File: config.mk
export PLATFORM = sky130hd
export DESIGN_NAME = ip_apb_wrapper
export DESIGN_NICKNAME = d
export VERILOG_FILES = /design/src/logic/mmap_pkg.sv /design/src/logic/perip_pkg.sv /design/src/logic/nmi2apb.sv /design/src/logic/apb4_archinfo.sv /design/src/logic/apb4_rng.sv /design/src/logic/apb4_tmr.sv /design/src/logic/ip_apb_wrapper.sv
export SDC_FILE = /design/constraint.sdc
export NUM_CORES = 1
export LEC_CHECK = 0
export BUFFER_PORTS_ARGS = -buffer_cell sky130_fd_sc_hd__buf_4
export CAP_MARGIN = 25
export CORE_MARGIN = 2
export CORE_UTILIZATION = 60
export DETAILED_ROUTE_END_ITERATION = 8
export GPL_TIMING_DRIVEN = 0
export PLACE_DENSITY = 0.8
export SLEW_MARGIN = 20
export SYNTH_ARGS = -nofsm -noshare
export SYNTH_HDL_FRONTEND = slang
export SYNTH_HIERARCHICAL = 1
export SYNTH_SLANG_ARGS = --single-unit
File: constraint.sdc
create_clock -name clk_i -period 5.3 [get_ports clk_i]
set_input_delay 0 -clock clk_i [delete_from_list [all_inputs] [get_ports clk_i]]
set_output_delay 0 -clock clk_i [all_outputs]
set_load 0.05 [all_outputs]
File: src/logic/mmap_pkg.sv
// retro_apb address map
// NMI and APB vector types, 4 KB slave pages decoded on the upper 20 bits
`default_nettype none

package mmap_pkg;

  typedef logic [31:0] nmi_addr_t;
  typedef logic [31:0] nmi_data_t;
  typedef logic [3:0]  nmi_strb_t;
  typedef logic [11:0] apb_addr_t;

  // page offset width, bits above it select the slave
  localparam int PAGE_LSB = 12;

  localparam nmi_addr_t ARCHINFO_BASE = 32'h0300_0000;
  localparam nmi_addr_t RNG_BASE      = 32'h0300_1000;
  localparam nmi_addr_t TMR_BASE      = 32'h0300_2000;

  // one-hot select bit per slave
  localparam int SLV_ARCH = 0;
  localparam int SLV_RNG  = 1;
  localparam int SLV_TMR  = 2;
  localparam int SLV_NUM  = 3;

endpackage

`default_nettype wire

File: src/logic/perip_pkg.sv
// retro_apb peripheral definitions
// register offsets, ID constants, timer and LFSR types, bridge FSM states
`default_nettype none

package perip_pkg;

  typedef logic [31:0] tmr_cnt_t;
  typedef logic [31:0] rng_state_t;

  typedef enum logic [1:0] {
    IDLE,
    SETUP,
    ACCESS
  } bridge_state_e;

  // archinfo
  localparam mmap_pkg::apb_addr_t ARCH_ID_OFS  = 12'h000;
  localparam mmap_pkg::apb_addr_t ARCH_VER_OFS = 12'h004;
  localparam mmap_pkg::nmi_data_t ARCH_ID_VAL  = 32'h5245_5452;
  localparam mmap_pkg::nmi_data_t ARCH_VER_VAL = 32'h0001_0002;

  // rng
  localparam mmap_pkg::apb_addr_t RNG_SEED_OFS = 12'h000;
  localparam mmap_pkg::apb_addr_t RNG_DATA_OFS = 12'h004;
  localparam rng_state_t          RNG_TAPS     = 32'h8020_0003;

  // timer
  localparam mmap_pkg::apb_addr_t TMR_CTRL_OFS = 12'h000;
  localparam mmap_pkg::apb_addr_t TMR_PSCR_OFS = 12'h004;
  localparam mmap_pkg::apb_addr_t TMR_CMP_OFS  = 12'h008;
  localparam mmap_pkg::apb_addr_t TMR_CNT_OFS  = 12'h00C;
  localparam mmap_pkg::apb_addr_t TMR_STAT_OFS = 12'h010;
  localparam int TMR_CTRL_EN_BIT = 0;
  localparam int TMR_CTRL_IE_BIT = 1;
  localparam int TMR_STAT_MF_BIT = 0;

endpackage

`default_nettype wire

File: src/logic/nmi2apb.sv
// NMI to APB4 bridge
// accepts one NMI request at a time, decodes the 4 KB page into a
// one-hot slave select and runs a SETUP/ACCESS transfer on APB.
// unmapped pages finish in SETUP with zero read data.
`timescale 1ns/1ps
`default_nettype none

module nmi2apb (
  input  logic                clk_i,
  input  logic                rst_n_i,
  input  logic                nmi_valid_i,
  input  mmap_pkg::nmi_addr_t nmi_addr_i,
  input  mmap_pkg::nmi_data_t nmi_wdata_i,
  input  mmap_pkg::nmi_strb_t nmi_wstrb_i,
  output logic                nmi_ready_o,
  output mmap_pkg::nmi_data_t nmi_rdata_o,
  output mmap_pkg::apb_addr_t paddr_o,
  output logic                pwrite_o,
  output mmap_pkg::nmi_data_t pwdata_o,
  output logic                penable_o,
  output logic                psel_arch_o,
  output logic                psel_rng_o,
  output logic                psel_tmr_o,
  input  mmap_pkg::nmi_data_t prdata_arch_i,
  input  mmap_pkg::nmi_data_t prdata_rng_i,
  input  mmap_pkg::nmi_data_t prdata_tmr_i,
  input  logic                pready_arch_i,
  input  logic                pready_rng_i,
  input  logic                pready_tmr_i
);
  import mmap_pkg::*;
  import perip_pkg::*;

  bridge_state_e      state_q, state_d;
  logic [SLV_NUM-1:0] sel_q, sel_d, psel_vec, pready_vec;
  apb_addr_t          addr_q;
  nmi_data_t          wdata_q, prdata_mux;
  logic               write_q, accept, mapped, slv_ready;

  assign accept = (state_q == IDLE) && nmi_valid_i;
  assign mapped = |sel_q;

  // page decode
  always_comb begin
    sel_d = '0;
    case (nmi_addr_i[31:PAGE_LSB])
      ARCHINFO_BASE[31:PAGE_LSB]: sel_d[SLV_ARCH] = 1'b1;
      RNG_BASE[31:PAGE_LSB]:      sel_d[SLV_RNG]  = 1'b1;
      TMR_BASE[31:PAGE_LSB]:      sel_d[SLV_TMR]  = 1'b1;
      default:                    sel_d = '0;
    endcase
  end

  always_comb begin
    state_d = state_q;
    case (state_q)
      IDLE: begin
        if (nmi_valid_i)
          state_d = SETUP;
      end
      SETUP:   state_d = mapped ? ACCESS : IDLE;
      ACCESS: begin
        if (slv_ready)
          state_d = IDLE;
      end
      default: state_d = IDLE;
    endcase
  end

  always_ff @(posedge clk_i or negedge rst_n_i) begin
    if (!rst_n_i) begin
      state_q <= IDLE;
      sel_q   <= '0;
    end else begin
      state_q <= state_d;
      if (accept)
        sel_q <= sel_d;
    end
  end

  // request payload held for the whole transfer
  always_ff @(posedge clk_i) begin
    if (accept) begin
      addr_q  <= nmi_addr_i[PAGE_LSB-1:0];
      wdata_q <= nmi_wdata_i;
      write_q <= |nmi_wstrb_i;
    end
  end

  assign psel_vec   = (state_q != IDLE) ? sel_q : '0;
  assign pready_vec = {pready_tmr_i, pready_rng_i, pready_arch_i};
  assign slv_ready  = |(sel_q & pready_vec);

  always_comb begin
    prdata_mux = '0;
    if (sel_q[SLV_ARCH])
      prdata_mux = prdata_arch_i;
    if (sel_q[SLV_RNG])
      prdata_mux = prdata_rng_i;
    if (sel_q[SLV_TMR])
      prdata_mux = prdata_tmr_i;
  end

  assign psel_arch_o = psel_vec[SLV_ARCH];
  assign psel_rng_o  = psel_vec[SLV_RNG];
  assign psel_tmr_o  = psel_vec[SLV_TMR];
  assign penable_o   = (state_q == ACCESS);
  assign paddr_o     = addr_q;
  assign pwrite_o    = write_q;
  assign pwdata_o    = wdata_q;

  // mapped pages finish in ACCESS and unmapped ones in SETUP
  assign nmi_ready_o = ((state_q == ACCESS) && slv_ready) || ((state_q == SETUP) && !mapped);
  assign nmi_rdata_o = (state_q == ACCESS) ? prdata_mux : '0;

  a_psel_onehot: assert property (@(posedge clk_i) disable iff (!rst_n_i)
    $onehot0(psel_vec))
    else $error("nmi2apb: more than one psel active");

  // ACCESS must follow a SETUP to the same slave
  a_penable_psel: assert property (@(posedge clk_i) disable iff (!rst_n_i)
    penable_o |-> (|psel_vec) && ($past(psel_vec) == psel_vec))
    else $error("nmi2apb: penable without a matching psel");

  // ready is a one-cycle pulse that hands the bridge back to IDLE
  a_ready_pulse: assert property (@(posedge clk_i) disable iff (!rst_n_i)
    nmi_ready_o |=> (state_q == IDLE) && !nmi_ready_o)
    else $error("nmi2apb: nmi_ready_o not a single pulse back to IDLE");

endmodule

`default_nettype wire

File: src/logic/apb4_archinfo.sv
// architecture info slave
// read-only ID and version words, other offsets read as zero
`timescale 1ns/1ps
`default_nettype none

module apb4_archinfo (
  input  logic                clk_i,
  input  logic                rst_n_i,
  input  logic                psel_i,
  input  logic                penable_i,
  input  logic                pwrite_i,
  input  mmap_pkg::apb_addr_t paddr_i,
  output mmap_pkg::nmi_data_t prdata_o,
  output logic                pready_o
);
  import perip_pkg::*;

  logic rd_setup;

  // latch read data in SETUP so it is stable for ACCESS
  assign rd_setup = psel_i && !penable_i && !pwrite_i;

  always_ff @(posedge clk_i or negedge rst_n_i) begin
    if (!rst_n_i) begin
      prdata_o <= '0;
    end else if (rd_setup) begin
      case (paddr_i)
        ARCH_ID_OFS:  prdata_o <= ARCH_ID_VAL;
        ARCH_VER_OFS: prdata_o <= ARCH_VER_VAL;
        default:      prdata_o <= '0;
      endcase
    end
  end

  assign pready_o = 1'b1;

endmodule

`default_nettype wire

File: src/logic/apb4_rng.sv
// random number slave
// 32-bit Galois LFSR, loaded through SEED and stepped on every DATA read
`timescale 1ns/1ps
`default_nettype none

module apb4_rng (
  input  logic                clk_i,
  input  logic                rst_n_i,
  input  logic                psel_i,
  input  logic                penable_i,
  input  logic                pwrite_i,
  input  mmap_pkg::apb_addr_t paddr_i,
  input  mmap_pkg::nmi_data_t pwdata_i,
  output mmap_pkg::nmi_data_t prdata_o,
  output logic                pready_o
);
  import perip_pkg::*;

  rng_state_t state_q;
  logic       wr_seed, rd_data;

  function automatic rng_state_t lfsr_step(input rng_state_t s);
    rng_state_t nxt;
    nxt = s >> 1;
    if (s[0])
      nxt = nxt ^ RNG_TAPS;
    return nxt;
  endfunction

  assign wr_seed = psel_i && penable_i && pwrite_i && (paddr_i == RNG_SEED_OFS);
  assign rd_data = psel_i && penable_i && !pwrite_i && (paddr_i == RNG_DATA_OFS);

  always_ff @(posedge clk_i or negedge rst_n_i) begin
    if (!rst_n_i) begin
      state_q <= 32'd1;
    end else if (wr_seed) begin
      // all-zero is the lock-up state
      state_q <= (pwdata_i == '0) ? 32'd1 : pwdata_i;
    end else if (rd_data) begin
      state_q <= lfsr_step(state_q);
    end
  end

  // current state goes out, the step lands at the end of ACCESS
  assign prdata_o = (paddr_i == RNG_DATA_OFS) ? state_q : '0;
  assign pready_o = 1'b1;

  a_state_nonzero: assert property (@(posedge clk_i) disable iff (!rst_n_i)
    state_q != '0)
    else $error("apb4_rng: LFSR reached the all-zero state");

endmodule

`default_nettype wire

File: src/logic/apb4_tmr.sv
// compare timer slave
// prescaler counts 0..PSCR, each wrap bumps CNT; CNT == CMP on a wrap
// restarts CNT and sets the match flag. irq is flag and ie, registered.
`timescale 1ns/1ps
`default_nettype none

module apb4_tmr (
  input  logic                clk_i,
  input  logic                rst_n_i,
  input  logic                psel_i,
  input  logic                penable_i,
  input  logic                pwrite_i,
  input  mmap_pkg::apb_addr_t paddr_i,
  input  mmap_pkg::nmi_data_t pwdata_i,
  output mmap_pkg::nmi_data_t prdata_o,
  output logic                pready_o,
  output logic                tmr_irq_o
);
  import perip_pkg::*;

  logic     ctrl_en_q, ctrl_ie_q, stat_q;
  tmr_cnt_t pscr_q, cmp_q, cnt_q, psc_q;
  logic     apb_wr, cmp_wr, stat_clr, tick, cnt_match;

  assign apb_wr    = psel_i && penable_i && pwrite_i;
  assign cmp_wr    = apb_wr && (paddr_i == TMR_CMP_OFS);
  assign stat_clr  = apb_wr && (paddr_i == TMR_STAT_OFS) && pwdata_i[TMR_STAT_MF_BIT];
  assign tick      = ctrl_en_q && (psc_q == pscr_q);
  assign cnt_match = (cnt_q == cmp_q);

  always_ff @(posedge clk_i or negedge rst_n_i) begin
    if (!rst_n_i) begin
      ctrl_en_q <= 1'b0;
      ctrl_ie_q <= 1'b0;
      pscr_q    <= '0;
      cmp_q     <= '0;
    end else if (apb_wr) begin
      case (paddr_i)
        TMR_CTRL_OFS: begin
          ctrl_en_q <= pwdata_i[TMR_CTRL_EN_BIT];
          ctrl_ie_q <= pwdata_i[TMR_CTRL_IE_BIT];
        end
        TMR_PSCR_OFS: pscr_q <= pwdata_i;
        TMR_CMP_OFS:  cmp_q  <= pwdata_i;
        default:      ;
      endcase
    end
  end

  // a new compare value restarts the count
  always_ff @(posedge clk_i or negedge rst_n_i) begin
    if (!rst_n_i) begin
      psc_q <= '0;
      cnt_q <= '0;
    end else if (cmp_wr) begin
      psc_q <= '0;
      cnt_q <= '0;
    end else if (tick) begin
      psc_q <= '0;
      cnt_q <= cnt_match ? '0 : cnt_q + 1'b1;
    end else if (ctrl_en_q) begin
      psc_q <= psc_q + 1'b1;
    end
  end

  // set wins over a clear in the same cycle
  always_ff @(posedge clk_i or negedge rst_n_i) begin
    if (!rst_n_i) begin
      stat_q    <= 1'b0;
      tmr_irq_o <= 1'b0;
    end else begin
      if (tick && cnt_match)
        stat_q <= 1'b1;
      else if (stat_clr)
        stat_q <= 1'b0;
      tmr_irq_o <= stat_q && ctrl_ie_q;
    end
  end

  always_comb begin
    prdata_o = '0;
    case (paddr_i)
      TMR_CTRL_OFS: begin
        prdata_o[TMR_CTRL_EN_BIT] = ctrl_en_q;
        prdata_o[TMR_CTRL_IE_BIT] = ctrl_ie_q;
      end
      TMR_PSCR_OFS: prdata_o = pscr_q;
      TMR_CMP_OFS:  prdata_o = cmp_q;
      TMR_CNT_OFS:  prdata_o = cnt_q;
      TMR_STAT_OFS: prdata_o[TMR_STAT_MF_BIT] = stat_q;
      default:      prdata_o = '0;
    endcase
  end

  assign pready_o = 1'b1;

  a_cnt_in_range: assert property (@(posedge clk_i) disable iff (!rst_n_i)
    (ctrl_en_q && (cmp_q != '0)) |-> (cnt_q <= cmp_q))
    else $error("apb4_tmr: CNT ran past CMP");

endmodule

`default_nettype wire

File: src/logic/ip_apb_wrapper.sv
// retro_apb peripheral subsystem top
// NMI port in, bridge fans out to archinfo, rng and timer over APB4;
// irq_o carries the timer interrupt
`timescale 1ns/1ps
`default_nettype none

module ip_apb_wrapper (
  input  logic                clk_i,
  input  logic                rst_n_i,
  input  logic                nmi_valid_i,
  input  mmap_pkg::nmi_addr_t nmi_addr_i,
  input  mmap_pkg::nmi_data_t nmi_wdata_i,
  input  mmap_pkg::nmi_strb_t nmi_wstrb_i,
  output logic                nmi_ready_o,
  output mmap_pkg::nmi_data_t nmi_rdata_o,
  output logic                irq_o
);
  import mmap_pkg::*;

  // shared APB request lines
  apb_addr_t paddr;
  nmi_data_t pwdata;
  logic      pwrite, penable;

  // per-slave select and response
  logic      psel_arch, psel_rng, psel_tmr;
  logic      pready_arch, pready_rng, pready_tmr;
  nmi_data_t prdata_arch, prdata_rng, prdata_tmr;

  nmi2apb u_nmi2apb (
    .clk_i         (clk_i),
    .rst_n_i       (rst_n_i),
    .nmi_valid_i   (nmi_valid_i),
    .nmi_addr_i    (nmi_addr_i),
    .nmi_wdata_i   (nmi_wdata_i),
    .nmi_wstrb_i   (nmi_wstrb_i),
    .nmi_ready_o   (nmi_ready_o),
    .nmi_rdata_o   (nmi_rdata_o),
    .paddr_o       (paddr),
    .pwrite_o      (pwrite),
    .pwdata_o      (pwdata),
    .penable_o     (penable),
    .psel_arch_o   (psel_arch),
    .psel_rng_o    (psel_rng),
    .psel_tmr_o    (psel_tmr),
    .prdata_arch_i (prdata_arch),
    .prdata_rng_i  (prdata_rng),
    .prdata_tmr_i  (prdata_tmr),
    .pready_arch_i (pready_arch),
    .pready_rng_i  (pready_rng),
    .pready_tmr_i  (pready_tmr)
  );

  apb4_archinfo u_apb4_archinfo (
    .clk_i     (clk_i),
    .rst_n_i   (rst_n_i),
    .psel_i    (psel_arch),
    .penable_i (penable),
    .pwrite_i  (pwrite),
    .paddr_i   (paddr),
    .prdata_o  (prdata_arch),
    .pready_o  (pready_arch)
  );

  apb4_rng u_apb4_rng (
    .clk_i     (clk_i),
    .rst_n_i   (rst_n_i),
    .psel_i    (psel_rng),
    .penable_i (penable),
    .pwrite_i  (pwrite),
    .paddr_i   (paddr),
    .pwdata_i  (pwdata),
    .prdata_o  (prdata_rng),
    .pready_o  (pready_rng)
  );

  apb4_tmr u_apb4_tmr (
    .clk_i     (clk_i),
    .rst_n_i   (rst_n_i),
    .psel_i    (psel_tmr),
    .penable_i (penable),
    .pwrite_i  (pwrite),
    .paddr_i   (paddr),
    .pwdata_i  (pwdata),
    .prdata_o  (prdata_tmr),
    .pready_o  (pready_tmr),
    .tmr_irq_o (irq_o)
  );

endmodule

`default_nettype wire

==> reports/summary.txt, run 1 <==
WL per Instance: 23.20 um
Crit path max-delay family: simple AND/OR/NAND/NOR gates
Cell with the largest stage delay on the worst path: nor2_1
Commonest register cell after synthesis: dfrtp_1
Starting Density: 0.6060
Worst path buffer plus inverter count: 4
Final Setup Violations: 0
Final critical-path setup slack: 1512 ps
Synth warnings: 6
Share of flip-flops with an asynchronous set or reset: 0.7917
Slew @ Worst Pin: 829.2 ps
Source-to-sink clock delay at the later pin of the worst-skew pair: 540 ps
Cell type with the largest total area after synthesis: dfrtp_1
Maximum buffer depth of the clock tree: 3
CTS tree: done
Type of the most critical hold path: in -> async
Port Buf Inserts: 104
Antenna violations before repair: 0
Hold violation total from the final report: 0
Cell with the most instances after synthesis: nand2_1
Maximum clock rate: 264.0 MHz
Root buffer cell: clkbuf_16
Number of enable flip-flop cells after synthesis: 45
Half-perimeter wire length after detailed placement: 29.56 mm
Layout cells sized above 1: 0.1833
Number of setup buffers added after CTS: 0
Vias after detailed routing: 11900
Fraction of post-synthesis cell area in the top cell type by area: 0.3371
Area of the multi-input gates: 6332 sq um
Switching part of the total power: 0.2336
Power density of the placed cells: 233.6 nW/um^2
Global-route wire length before repair: 65.38 mm
Switching pwr: 830.2 uW
Min Clock Period, post-route: 3788 ps
Number of clock sinks: 216
Reg-to-reg slack, setup: 1510 ps
N_diodes: 0
Drt pass-1 iters: 8
Core Footprint: 20820 sq um
Number of placement rows: 53
Sum of overflow across all layers after global routing: 0
Fillcell total: 1493
Distinct cell type count of the synthesized netlist: 72
Routed WL: 42.72 mm
Top post-synthesis cells by count: nand2_1 (204), dfrtp_1 (170), xnor2_1 (86), nor2_1 (74), clkbuf_1 (69)
Internal power of the cells: 2724 uW
Number of vias per cell: 6.464
Leakage power figure: 0.006402 uW
Max_cap viols: 0
Portion of the post-synthesis area used by sequential elements: 0.4463
Area delta synth->final: 20.58%
Vias in the first global route: 11322
Overall die area: 22210 sq um
Cell area after synthesis: 12620 sq um
Average instance area after synthesis: 9.417 sq um
Largest driver fanout on the critical path: 10
Top area cells in the synthesized netlist: dfrtp_1 (34%), edfxtp_1 (11%), nand2_1 (6.1%), xnor2_1 (6.0%), mux2_2 (5.6%)
Post-route antenna net violation count: 0
TNS Setup: 0 ps
Beginning of the worst register-to-register path: u_nmi2apb/sel_q[2]$_DFFE_PN0P_
H-Tree Level Count: 1
Worst slack at placement: 1752 ps
Die extent in x: 149.0 um
Required arrival time at the worst endpoint: 5760 ps
Sequential cell area: 5632 sq um
Combinational fraction of design power: 0.051
Tot GR Track Use: 0.3872
Cell count after synthesis: 1340
Height of the die: 149.0 um
Clk_skew: 19.96 ps
Share of the cycle needed by the critical path after routing: 0.7148
Setup repair after global routing missed its margin: no
Hold buffer count at CTS: 57
IO Count: 105
Pwr Total: 3554 uW
Stage delay of the slowest cell on the critical path: 500 ps
Relative max-transition margin: 0.4430
Iteration-0 DRC count of the detailed router: 1634
Critical path data arrival time: 4250 ps
Clock buffer count from CTS: 24
Part of the power in registers: 0.497
Worst Setup Path Type: reg -> reg
Crit path capture type: flip-flop
Final Max Slew Viols: 0
Utilization after layout: 0.7307
Clock-pin slew of the registers on the worst-case setup and hold paths: 60 ps
Endpoint of the most critical register-to-register path: u_apb4_tmr/cmp_q[15]$_DFFE_PN0P_
Element type at the critical path start: flip-flop
# resized after CTS: 0
Number of nets in the final layout: 1621
Worst supply voltage drop on vdd: 0.0002996 V
CP cell instances: clkbuf_1 > clkbuf_1 > nor2b_1 > nand4_1 > nor2_1 > buf_2 > buf_1 > nand2_1 > nand2_1
Status: complete, no violations
Final weighted congestion of routability-driven global placement: 1.029
Part of the power in the clock network: 0.452
Number of design rule violations left after detail routing: 0
Maximum number of pins on one net before global-route repair: 70
Reg2Reg Depth: 9
Total of flip-flops plus latches after synthesis: 216
==> power by group through the flow <==
| stage | sequential (uW) | combinational, uW | clock [uW] |
|---|---|---|---|
| floorplan | 1770 | 54.8 | 0 |
| global placement | 1790 | 134 | 0 |
| detailed placement | 1790 | 142 | 0 |
| CTS | 1760 | 177 | 1610 |
| global route | 1760 | 195 | 1690 |
| finish | 1770 | 181 | 1610 |
==> sequential cells by signal, indices dropped and copies added (netlist names), 2 cells and up <==
signal                    cells
u_apb4_tmr/cnt_q             32
u_apb4_tmr/cmp_q             32
u_apb4_tmr/psc_q             32
u_apb4_rng/state_q           32
u_apb4_tmr/pscr_q            32
u_apb4_archinfo/prdata_o      2
u_nmi2apb/pwdata_o           32
u_nmi2apb/paddr_o            12
u_nmi2apb/sel_q               3
u_nmi2apb/state_q             2
==> cells in the final DEF (no fill, tap or decap), types with 24 or more instances in the layout <==
master | Yosys | layout
a221oi_1 | 31 | 31
a22oi_1 | 30 | 30
and2_1 | 38 | 38
buf_4 | 36 | 139
clkbuf_1 | 69 | 77
clkbuf_16 | 0 | 24
dfrtp_1 | 170 | 170
dlygate4sd3_1 | 0 | 56
edfxtp_1 | 45 | 45
mux2_2 | 63 | 63
nand2_1 | 204 | 204
nand3_1 | 56 | 56
nand4_1 | 36 | 36
nor2_1 | 74 | 74
nor2b_1 | 38 | 38
nor3_1 | 52 | 52
nor4_1 | 32 | 32
o21ai_0 | 33 | 33
xnor2_1 | 86 | 86
==> layout make-up <==
type / count / share of cell area
multi-input combinational: 994 / 0.4162
sequential: 216 / 0.3701
timing repair buffer: 163 / 0.09408
clock buffer: 37 / 0.04597
buffer: 135 / 0.04391
tap: 275 / 0.02262
inverter: 14 / 0.003783
clock inverter: 7 / 0.003289
==> cell families (layout without fill, tap and decap cells) <==
| family | Yosys count | count (layout) | synth area share |
|---|---|---|---|
| mux | 69 | 69 | 0.06296 |
| flops | 216 | 216 | 0.4463 |
| buf+inv | 149 | 356 | 0.05751 |
| other cells | 4 | 23 | 0.001190 |
| xor+xnor | 97 | 97 | 0.06733 |
| compound gates | 209 | 209 | 0.1203 |
| simple gates | 594 | 594 | 0.2424 |
| fa+ha+maj | 2 | 2 | 0.001983 |
==> metrics by stage <==
stage | hold slack, ps | cells | cell area [sq um]
after floorplan | -295.6 | 1359 | 12690
after global placement | 178.3 | 1738 | 13810
after detailed placement | -86.59 | 1740 | 13880
after CTS | 42.37 | 1841 | 15210
after global routing | 55.36 | 1841 | 15210
final | 27.60 | 1841 | 15210
==> metal layers <==
metal  GRT usage  wire length (um)
met3     0.08899              5030
met5           0                 0
met1      0.5191             16270
met4      0.1805              2401
met2      0.6009             19010
==> how the worst max path moves through the flow <==
| stage | to | slack, ps | startpoint | depth (start not counted) |
|---|---|---|---|---|
| after global placement | u_apb4_tmr/cmp_q[10]$_DFFE_PN0P_ | 1780 | u_nmi2apb/sel_q[2]$_DFFE_PN0P_ | 9 |
| after detailed placement | u_apb4_tmr/cmp_q[10]$_DFFE_PN0P_ | 1750 | u_nmi2apb/sel_q[2]$_DFFE_PN0P_ | 9 |
| after global routing | u_apb4_tmr/cmp_q[10]$_DFFE_PN0P_ | 1370 | u_nmi2apb/sel_q[2]$_DFFE_PN0P_ | 9 |
| after CTS | u_apb4_tmr/cmp_q[10]$_DFFE_PN0P_ | 1730 | u_nmi2apb/sel_q[2]$_DFFE_PN0P_ | 9 |
| final | u_apb4_tmr/cmp_q[15]$_DFFE_PN0P_ | 1510 | u_nmi2apb/sel_q[2]$_DFFE_PN0P_ | 9 |
| after floorplan | nmi_rdata_o[20] | 2680 | u_nmi2apb/paddr_o[5]$_DFFE_PP_ | 7 |
==> worst register-to-register path: stages, from the launching register on <==
cell and delay, ps:
dfrtp_1 480, clkbuf_1 390, clkbuf_1 390, nor2b_1 480, nand4_1 440, nor2_1 500
buf_2 350, buf_1 490, nand2_1 120, nand2_1 90
(Power assumes the default switching activity.)
==> run 2, diff against run 1 <==
==> constraint.sdc (replaced) <==
create_clock -name clk_i -period 3.7 [get_ports clk_i]
set_input_delay 0 -clock clk_i [delete_from_list [all_inputs] [get_ports clk_i]]
set_output_delay 0 -clock clk_i [all_outputs]
set_load 0.05 [all_outputs]
==> run 2 against run 1 <==
  * Clock-buffer cell count unchanged
  * Core utilization hardly changed
  * Global-route usage stayed put
  * Critical path depth shrank 1
  * Clock skew is 4.1 ps higher
  * Combinational power is 43% higher
  * Hold slack gained 2.8 ps
  * Largest power group unchanged
  * Critical path type is now reg -> out
==> reports/summary.txt, run 2 (synthesis gave the netlist of run 1 again) <==
Vias in the first global route: 11322
Drt pass-1 iters: 9
Internal power of the cells: 3902 uW
Required arrival time at the worst endpoint: 3700 ps
Global-route wire length before repair: 65.38 mm
Most frequent standard cell in the layout excluding fill and tap cells: nand2_1
Number of placement rows: 53
Setup repair after global routing missed its margin: no
Number of nets in the final layout: 1621
Half-perimeter wire length after detailed placement: 29.56 mm
CTS tree: done
Most frequent cells in the layout: nand2_1 (204), dfrtp_1 (170), buf_4 (139)
Status: complete, no violations
Part of the power in registers: 0.496
Number of clock sinks: 216
Antenna violations before repair: 0
Number of setup buffers added after CTS: 0
Root buffer cell: clkbuf_16
Share of the cycle needed by the critical path after routing: 0.9527
Height of the die: 149.0 um
Hold violation total from the final report: 0
TNS Setup: 0 ps
N_diodes: 0
Worst Setup SP: u_nmi2apb/paddr_o[8]$_DFFE_PP_
Slew @ Worst Pin: 817.0 ps
Number of design rule violations left after detail routing: 0
Relative max-transition margin: 0.4513
IO Count: 105
Tot GR Track Use: 0.3872
Power density of the placed cells: 335.0 nW/um^2
Worst supply voltage drop on vdd: 0.0004291 V
Beginning of the worst register-to-register path: u_nmi2apb/sel_q[2]$_DFFE_PN0P_
Iteration-0 DRC count of the detailed router: 1617
Element type at the critical path start: flip-flop
Maximum number of pins on one net before global-route repair: 70
Largest driver fanout on the critical path: 10
Post-route non-filler standard cell count: 1841
Port Buf Inserts: 104
Final weighted congestion of routability-driven global placement: 1.029
Total cell area at the placement stage: 13880 sq um
Switching part of the total power: 0.2348
Clock-pin slew of the registers on the worst-case setup and hold paths: 70 ps
Overall die area: 22210 sq um
Starting Density: 0.6060
Worst Setup Path Type: reg -> out
Layout cells sized above 1: 0.1858
Part of the power in the clock network: 0.453
WL per Instance: 23.17 um
Maximum buffer depth of the clock tree: 3
Vias after detailed routing: 11849
Sum of overflow across all layers after global routing: 0
H-Tree Level Count: 1
Critical path data arrival time: 3530 ps
Source-to-sink clock delay at the later pin of the worst-skew pair: 540 ps
Switching pwr: 1198 uW
Die extent in x: 149.0 um
Number of cells in the design after placement: 1740
Combinational fraction of design power: 0.051
Post-layout instance area: 15220 sq um
Type of the most critical hold path: in -> async
Number of vias per cell: 6.436
Final Max Slew Viols: 0
Max_cap viols: 0
Area delta synth->final: 20.63%
Final Setup Violations: 0
Maximum clock rate: 283.7 MHz
Fillcell total: 1489
Crit path capture type: primary output
Core Footprint: 20820 sq um
Routed WL: 42.65 mm
Clk_skew: 24.10 ps
Leakage power figure: 0.006408 uW
Min Clock Period, post-route: 3525 ps
Reg-to-reg slack, setup: 220 ps
Post-route antenna net violation count: 0
Clock buffer count from CTS: 24
[run 2: cell counts in the layout (fill, tap and decap cells not counted)]
Identical to the previous run, type by type.
[run 2: power by group through the flow]
stage / Combinational, uW / Sequential [uW] / Clock (uW)
2_1_floorplan: 78.4 / 2530 / 0
3_3_place_gp: 192 / 2570 / 0
3_5_place_dp: 203 / 2570 / 0
4_1_cts: 253 / 2520 / 2310
5_1_grt: 280 / 2530 / 2420
6_report: 259 / 2530 / 2310
[run 2: layout make-up]
class | instances | area (sq um) | share of cell area
repair buffers | 163 | 1431 | 0.09403
plain buffers | 135 | 670.6 | 0.04406
clock inverters | 7 | 50.05 | 0.003288
inverters | 14 | 57.56 | 0.003781
multi-input cells | 994 | 6337 | 0.4163
well taps | 275 | 344.1 | 0.02260
clock buffers | 37 | 699.4 | 0.04595
flip-flops and latches | 216 | 5632 | 0.3700
[run 2: worst paths after layout]
path	end	cells past startpoint
setup / recovery	nmi_rdata_o[13]	8
max in group asynchronous	u_apb4_rng/state_q[0]$_DFFE_PN1P_	4
hold / removal	u_apb4_archinfo/prdata_o[28]$_DFFE_PN0P_	3
setup reg to reg	u_apb4_tmr/cmp_q[15]$_DFFE_PN0P_	10
hold reg to reg	u_apb4_rng/state_q[12]$_DFFE_PN0P_	2
min in group clk_i	u_nmi2apb/pwdata_o[29]$_DFFE_PP_	2
[run 2: routing by layer]
metal / up-vias / share of wire / track usage
met4: 0 / 0.057 / 0.1805
met2: 848 / 0.44 / 0.6009
met3: 192 / 0.12 / 0.08899
li1: 5201 / - / -
met5: - / 0 / 0
met1: 5608 / 0.38 / 0.5191
[run 2: worst max-delay path, cell delays in order (launching register included)]
cell,delay (ps)
edfxtp_1,460
nor4_1,640
nand3_1,270
nor2_1,440
clkbuf_1,400
and2_1,220
a221oi_1,80
nor3_1,230
buf_4,250
[run 2: through the flow]
stage                     hold slack (ps)  power, uW    util  worst slack (ps)
after detailed placement           -86.59       2771  0.6664             151.7
final                               30.39       5099  0.7310             175.0
after floorplan                    -295.6       2613       -              1081
after CTS                           42.37       5082  0.7307             133.1
after global routing                55.36       5226  0.7310             78.44
after global placement              178.3       2760  0.6634             176.6
[run 2: repair_timing]
item,CTS,global route
gates resized for setup,0,6
endpoints found under the setup margin,0,54
hold buffers,57,0
hold endpoints to repair,151,0
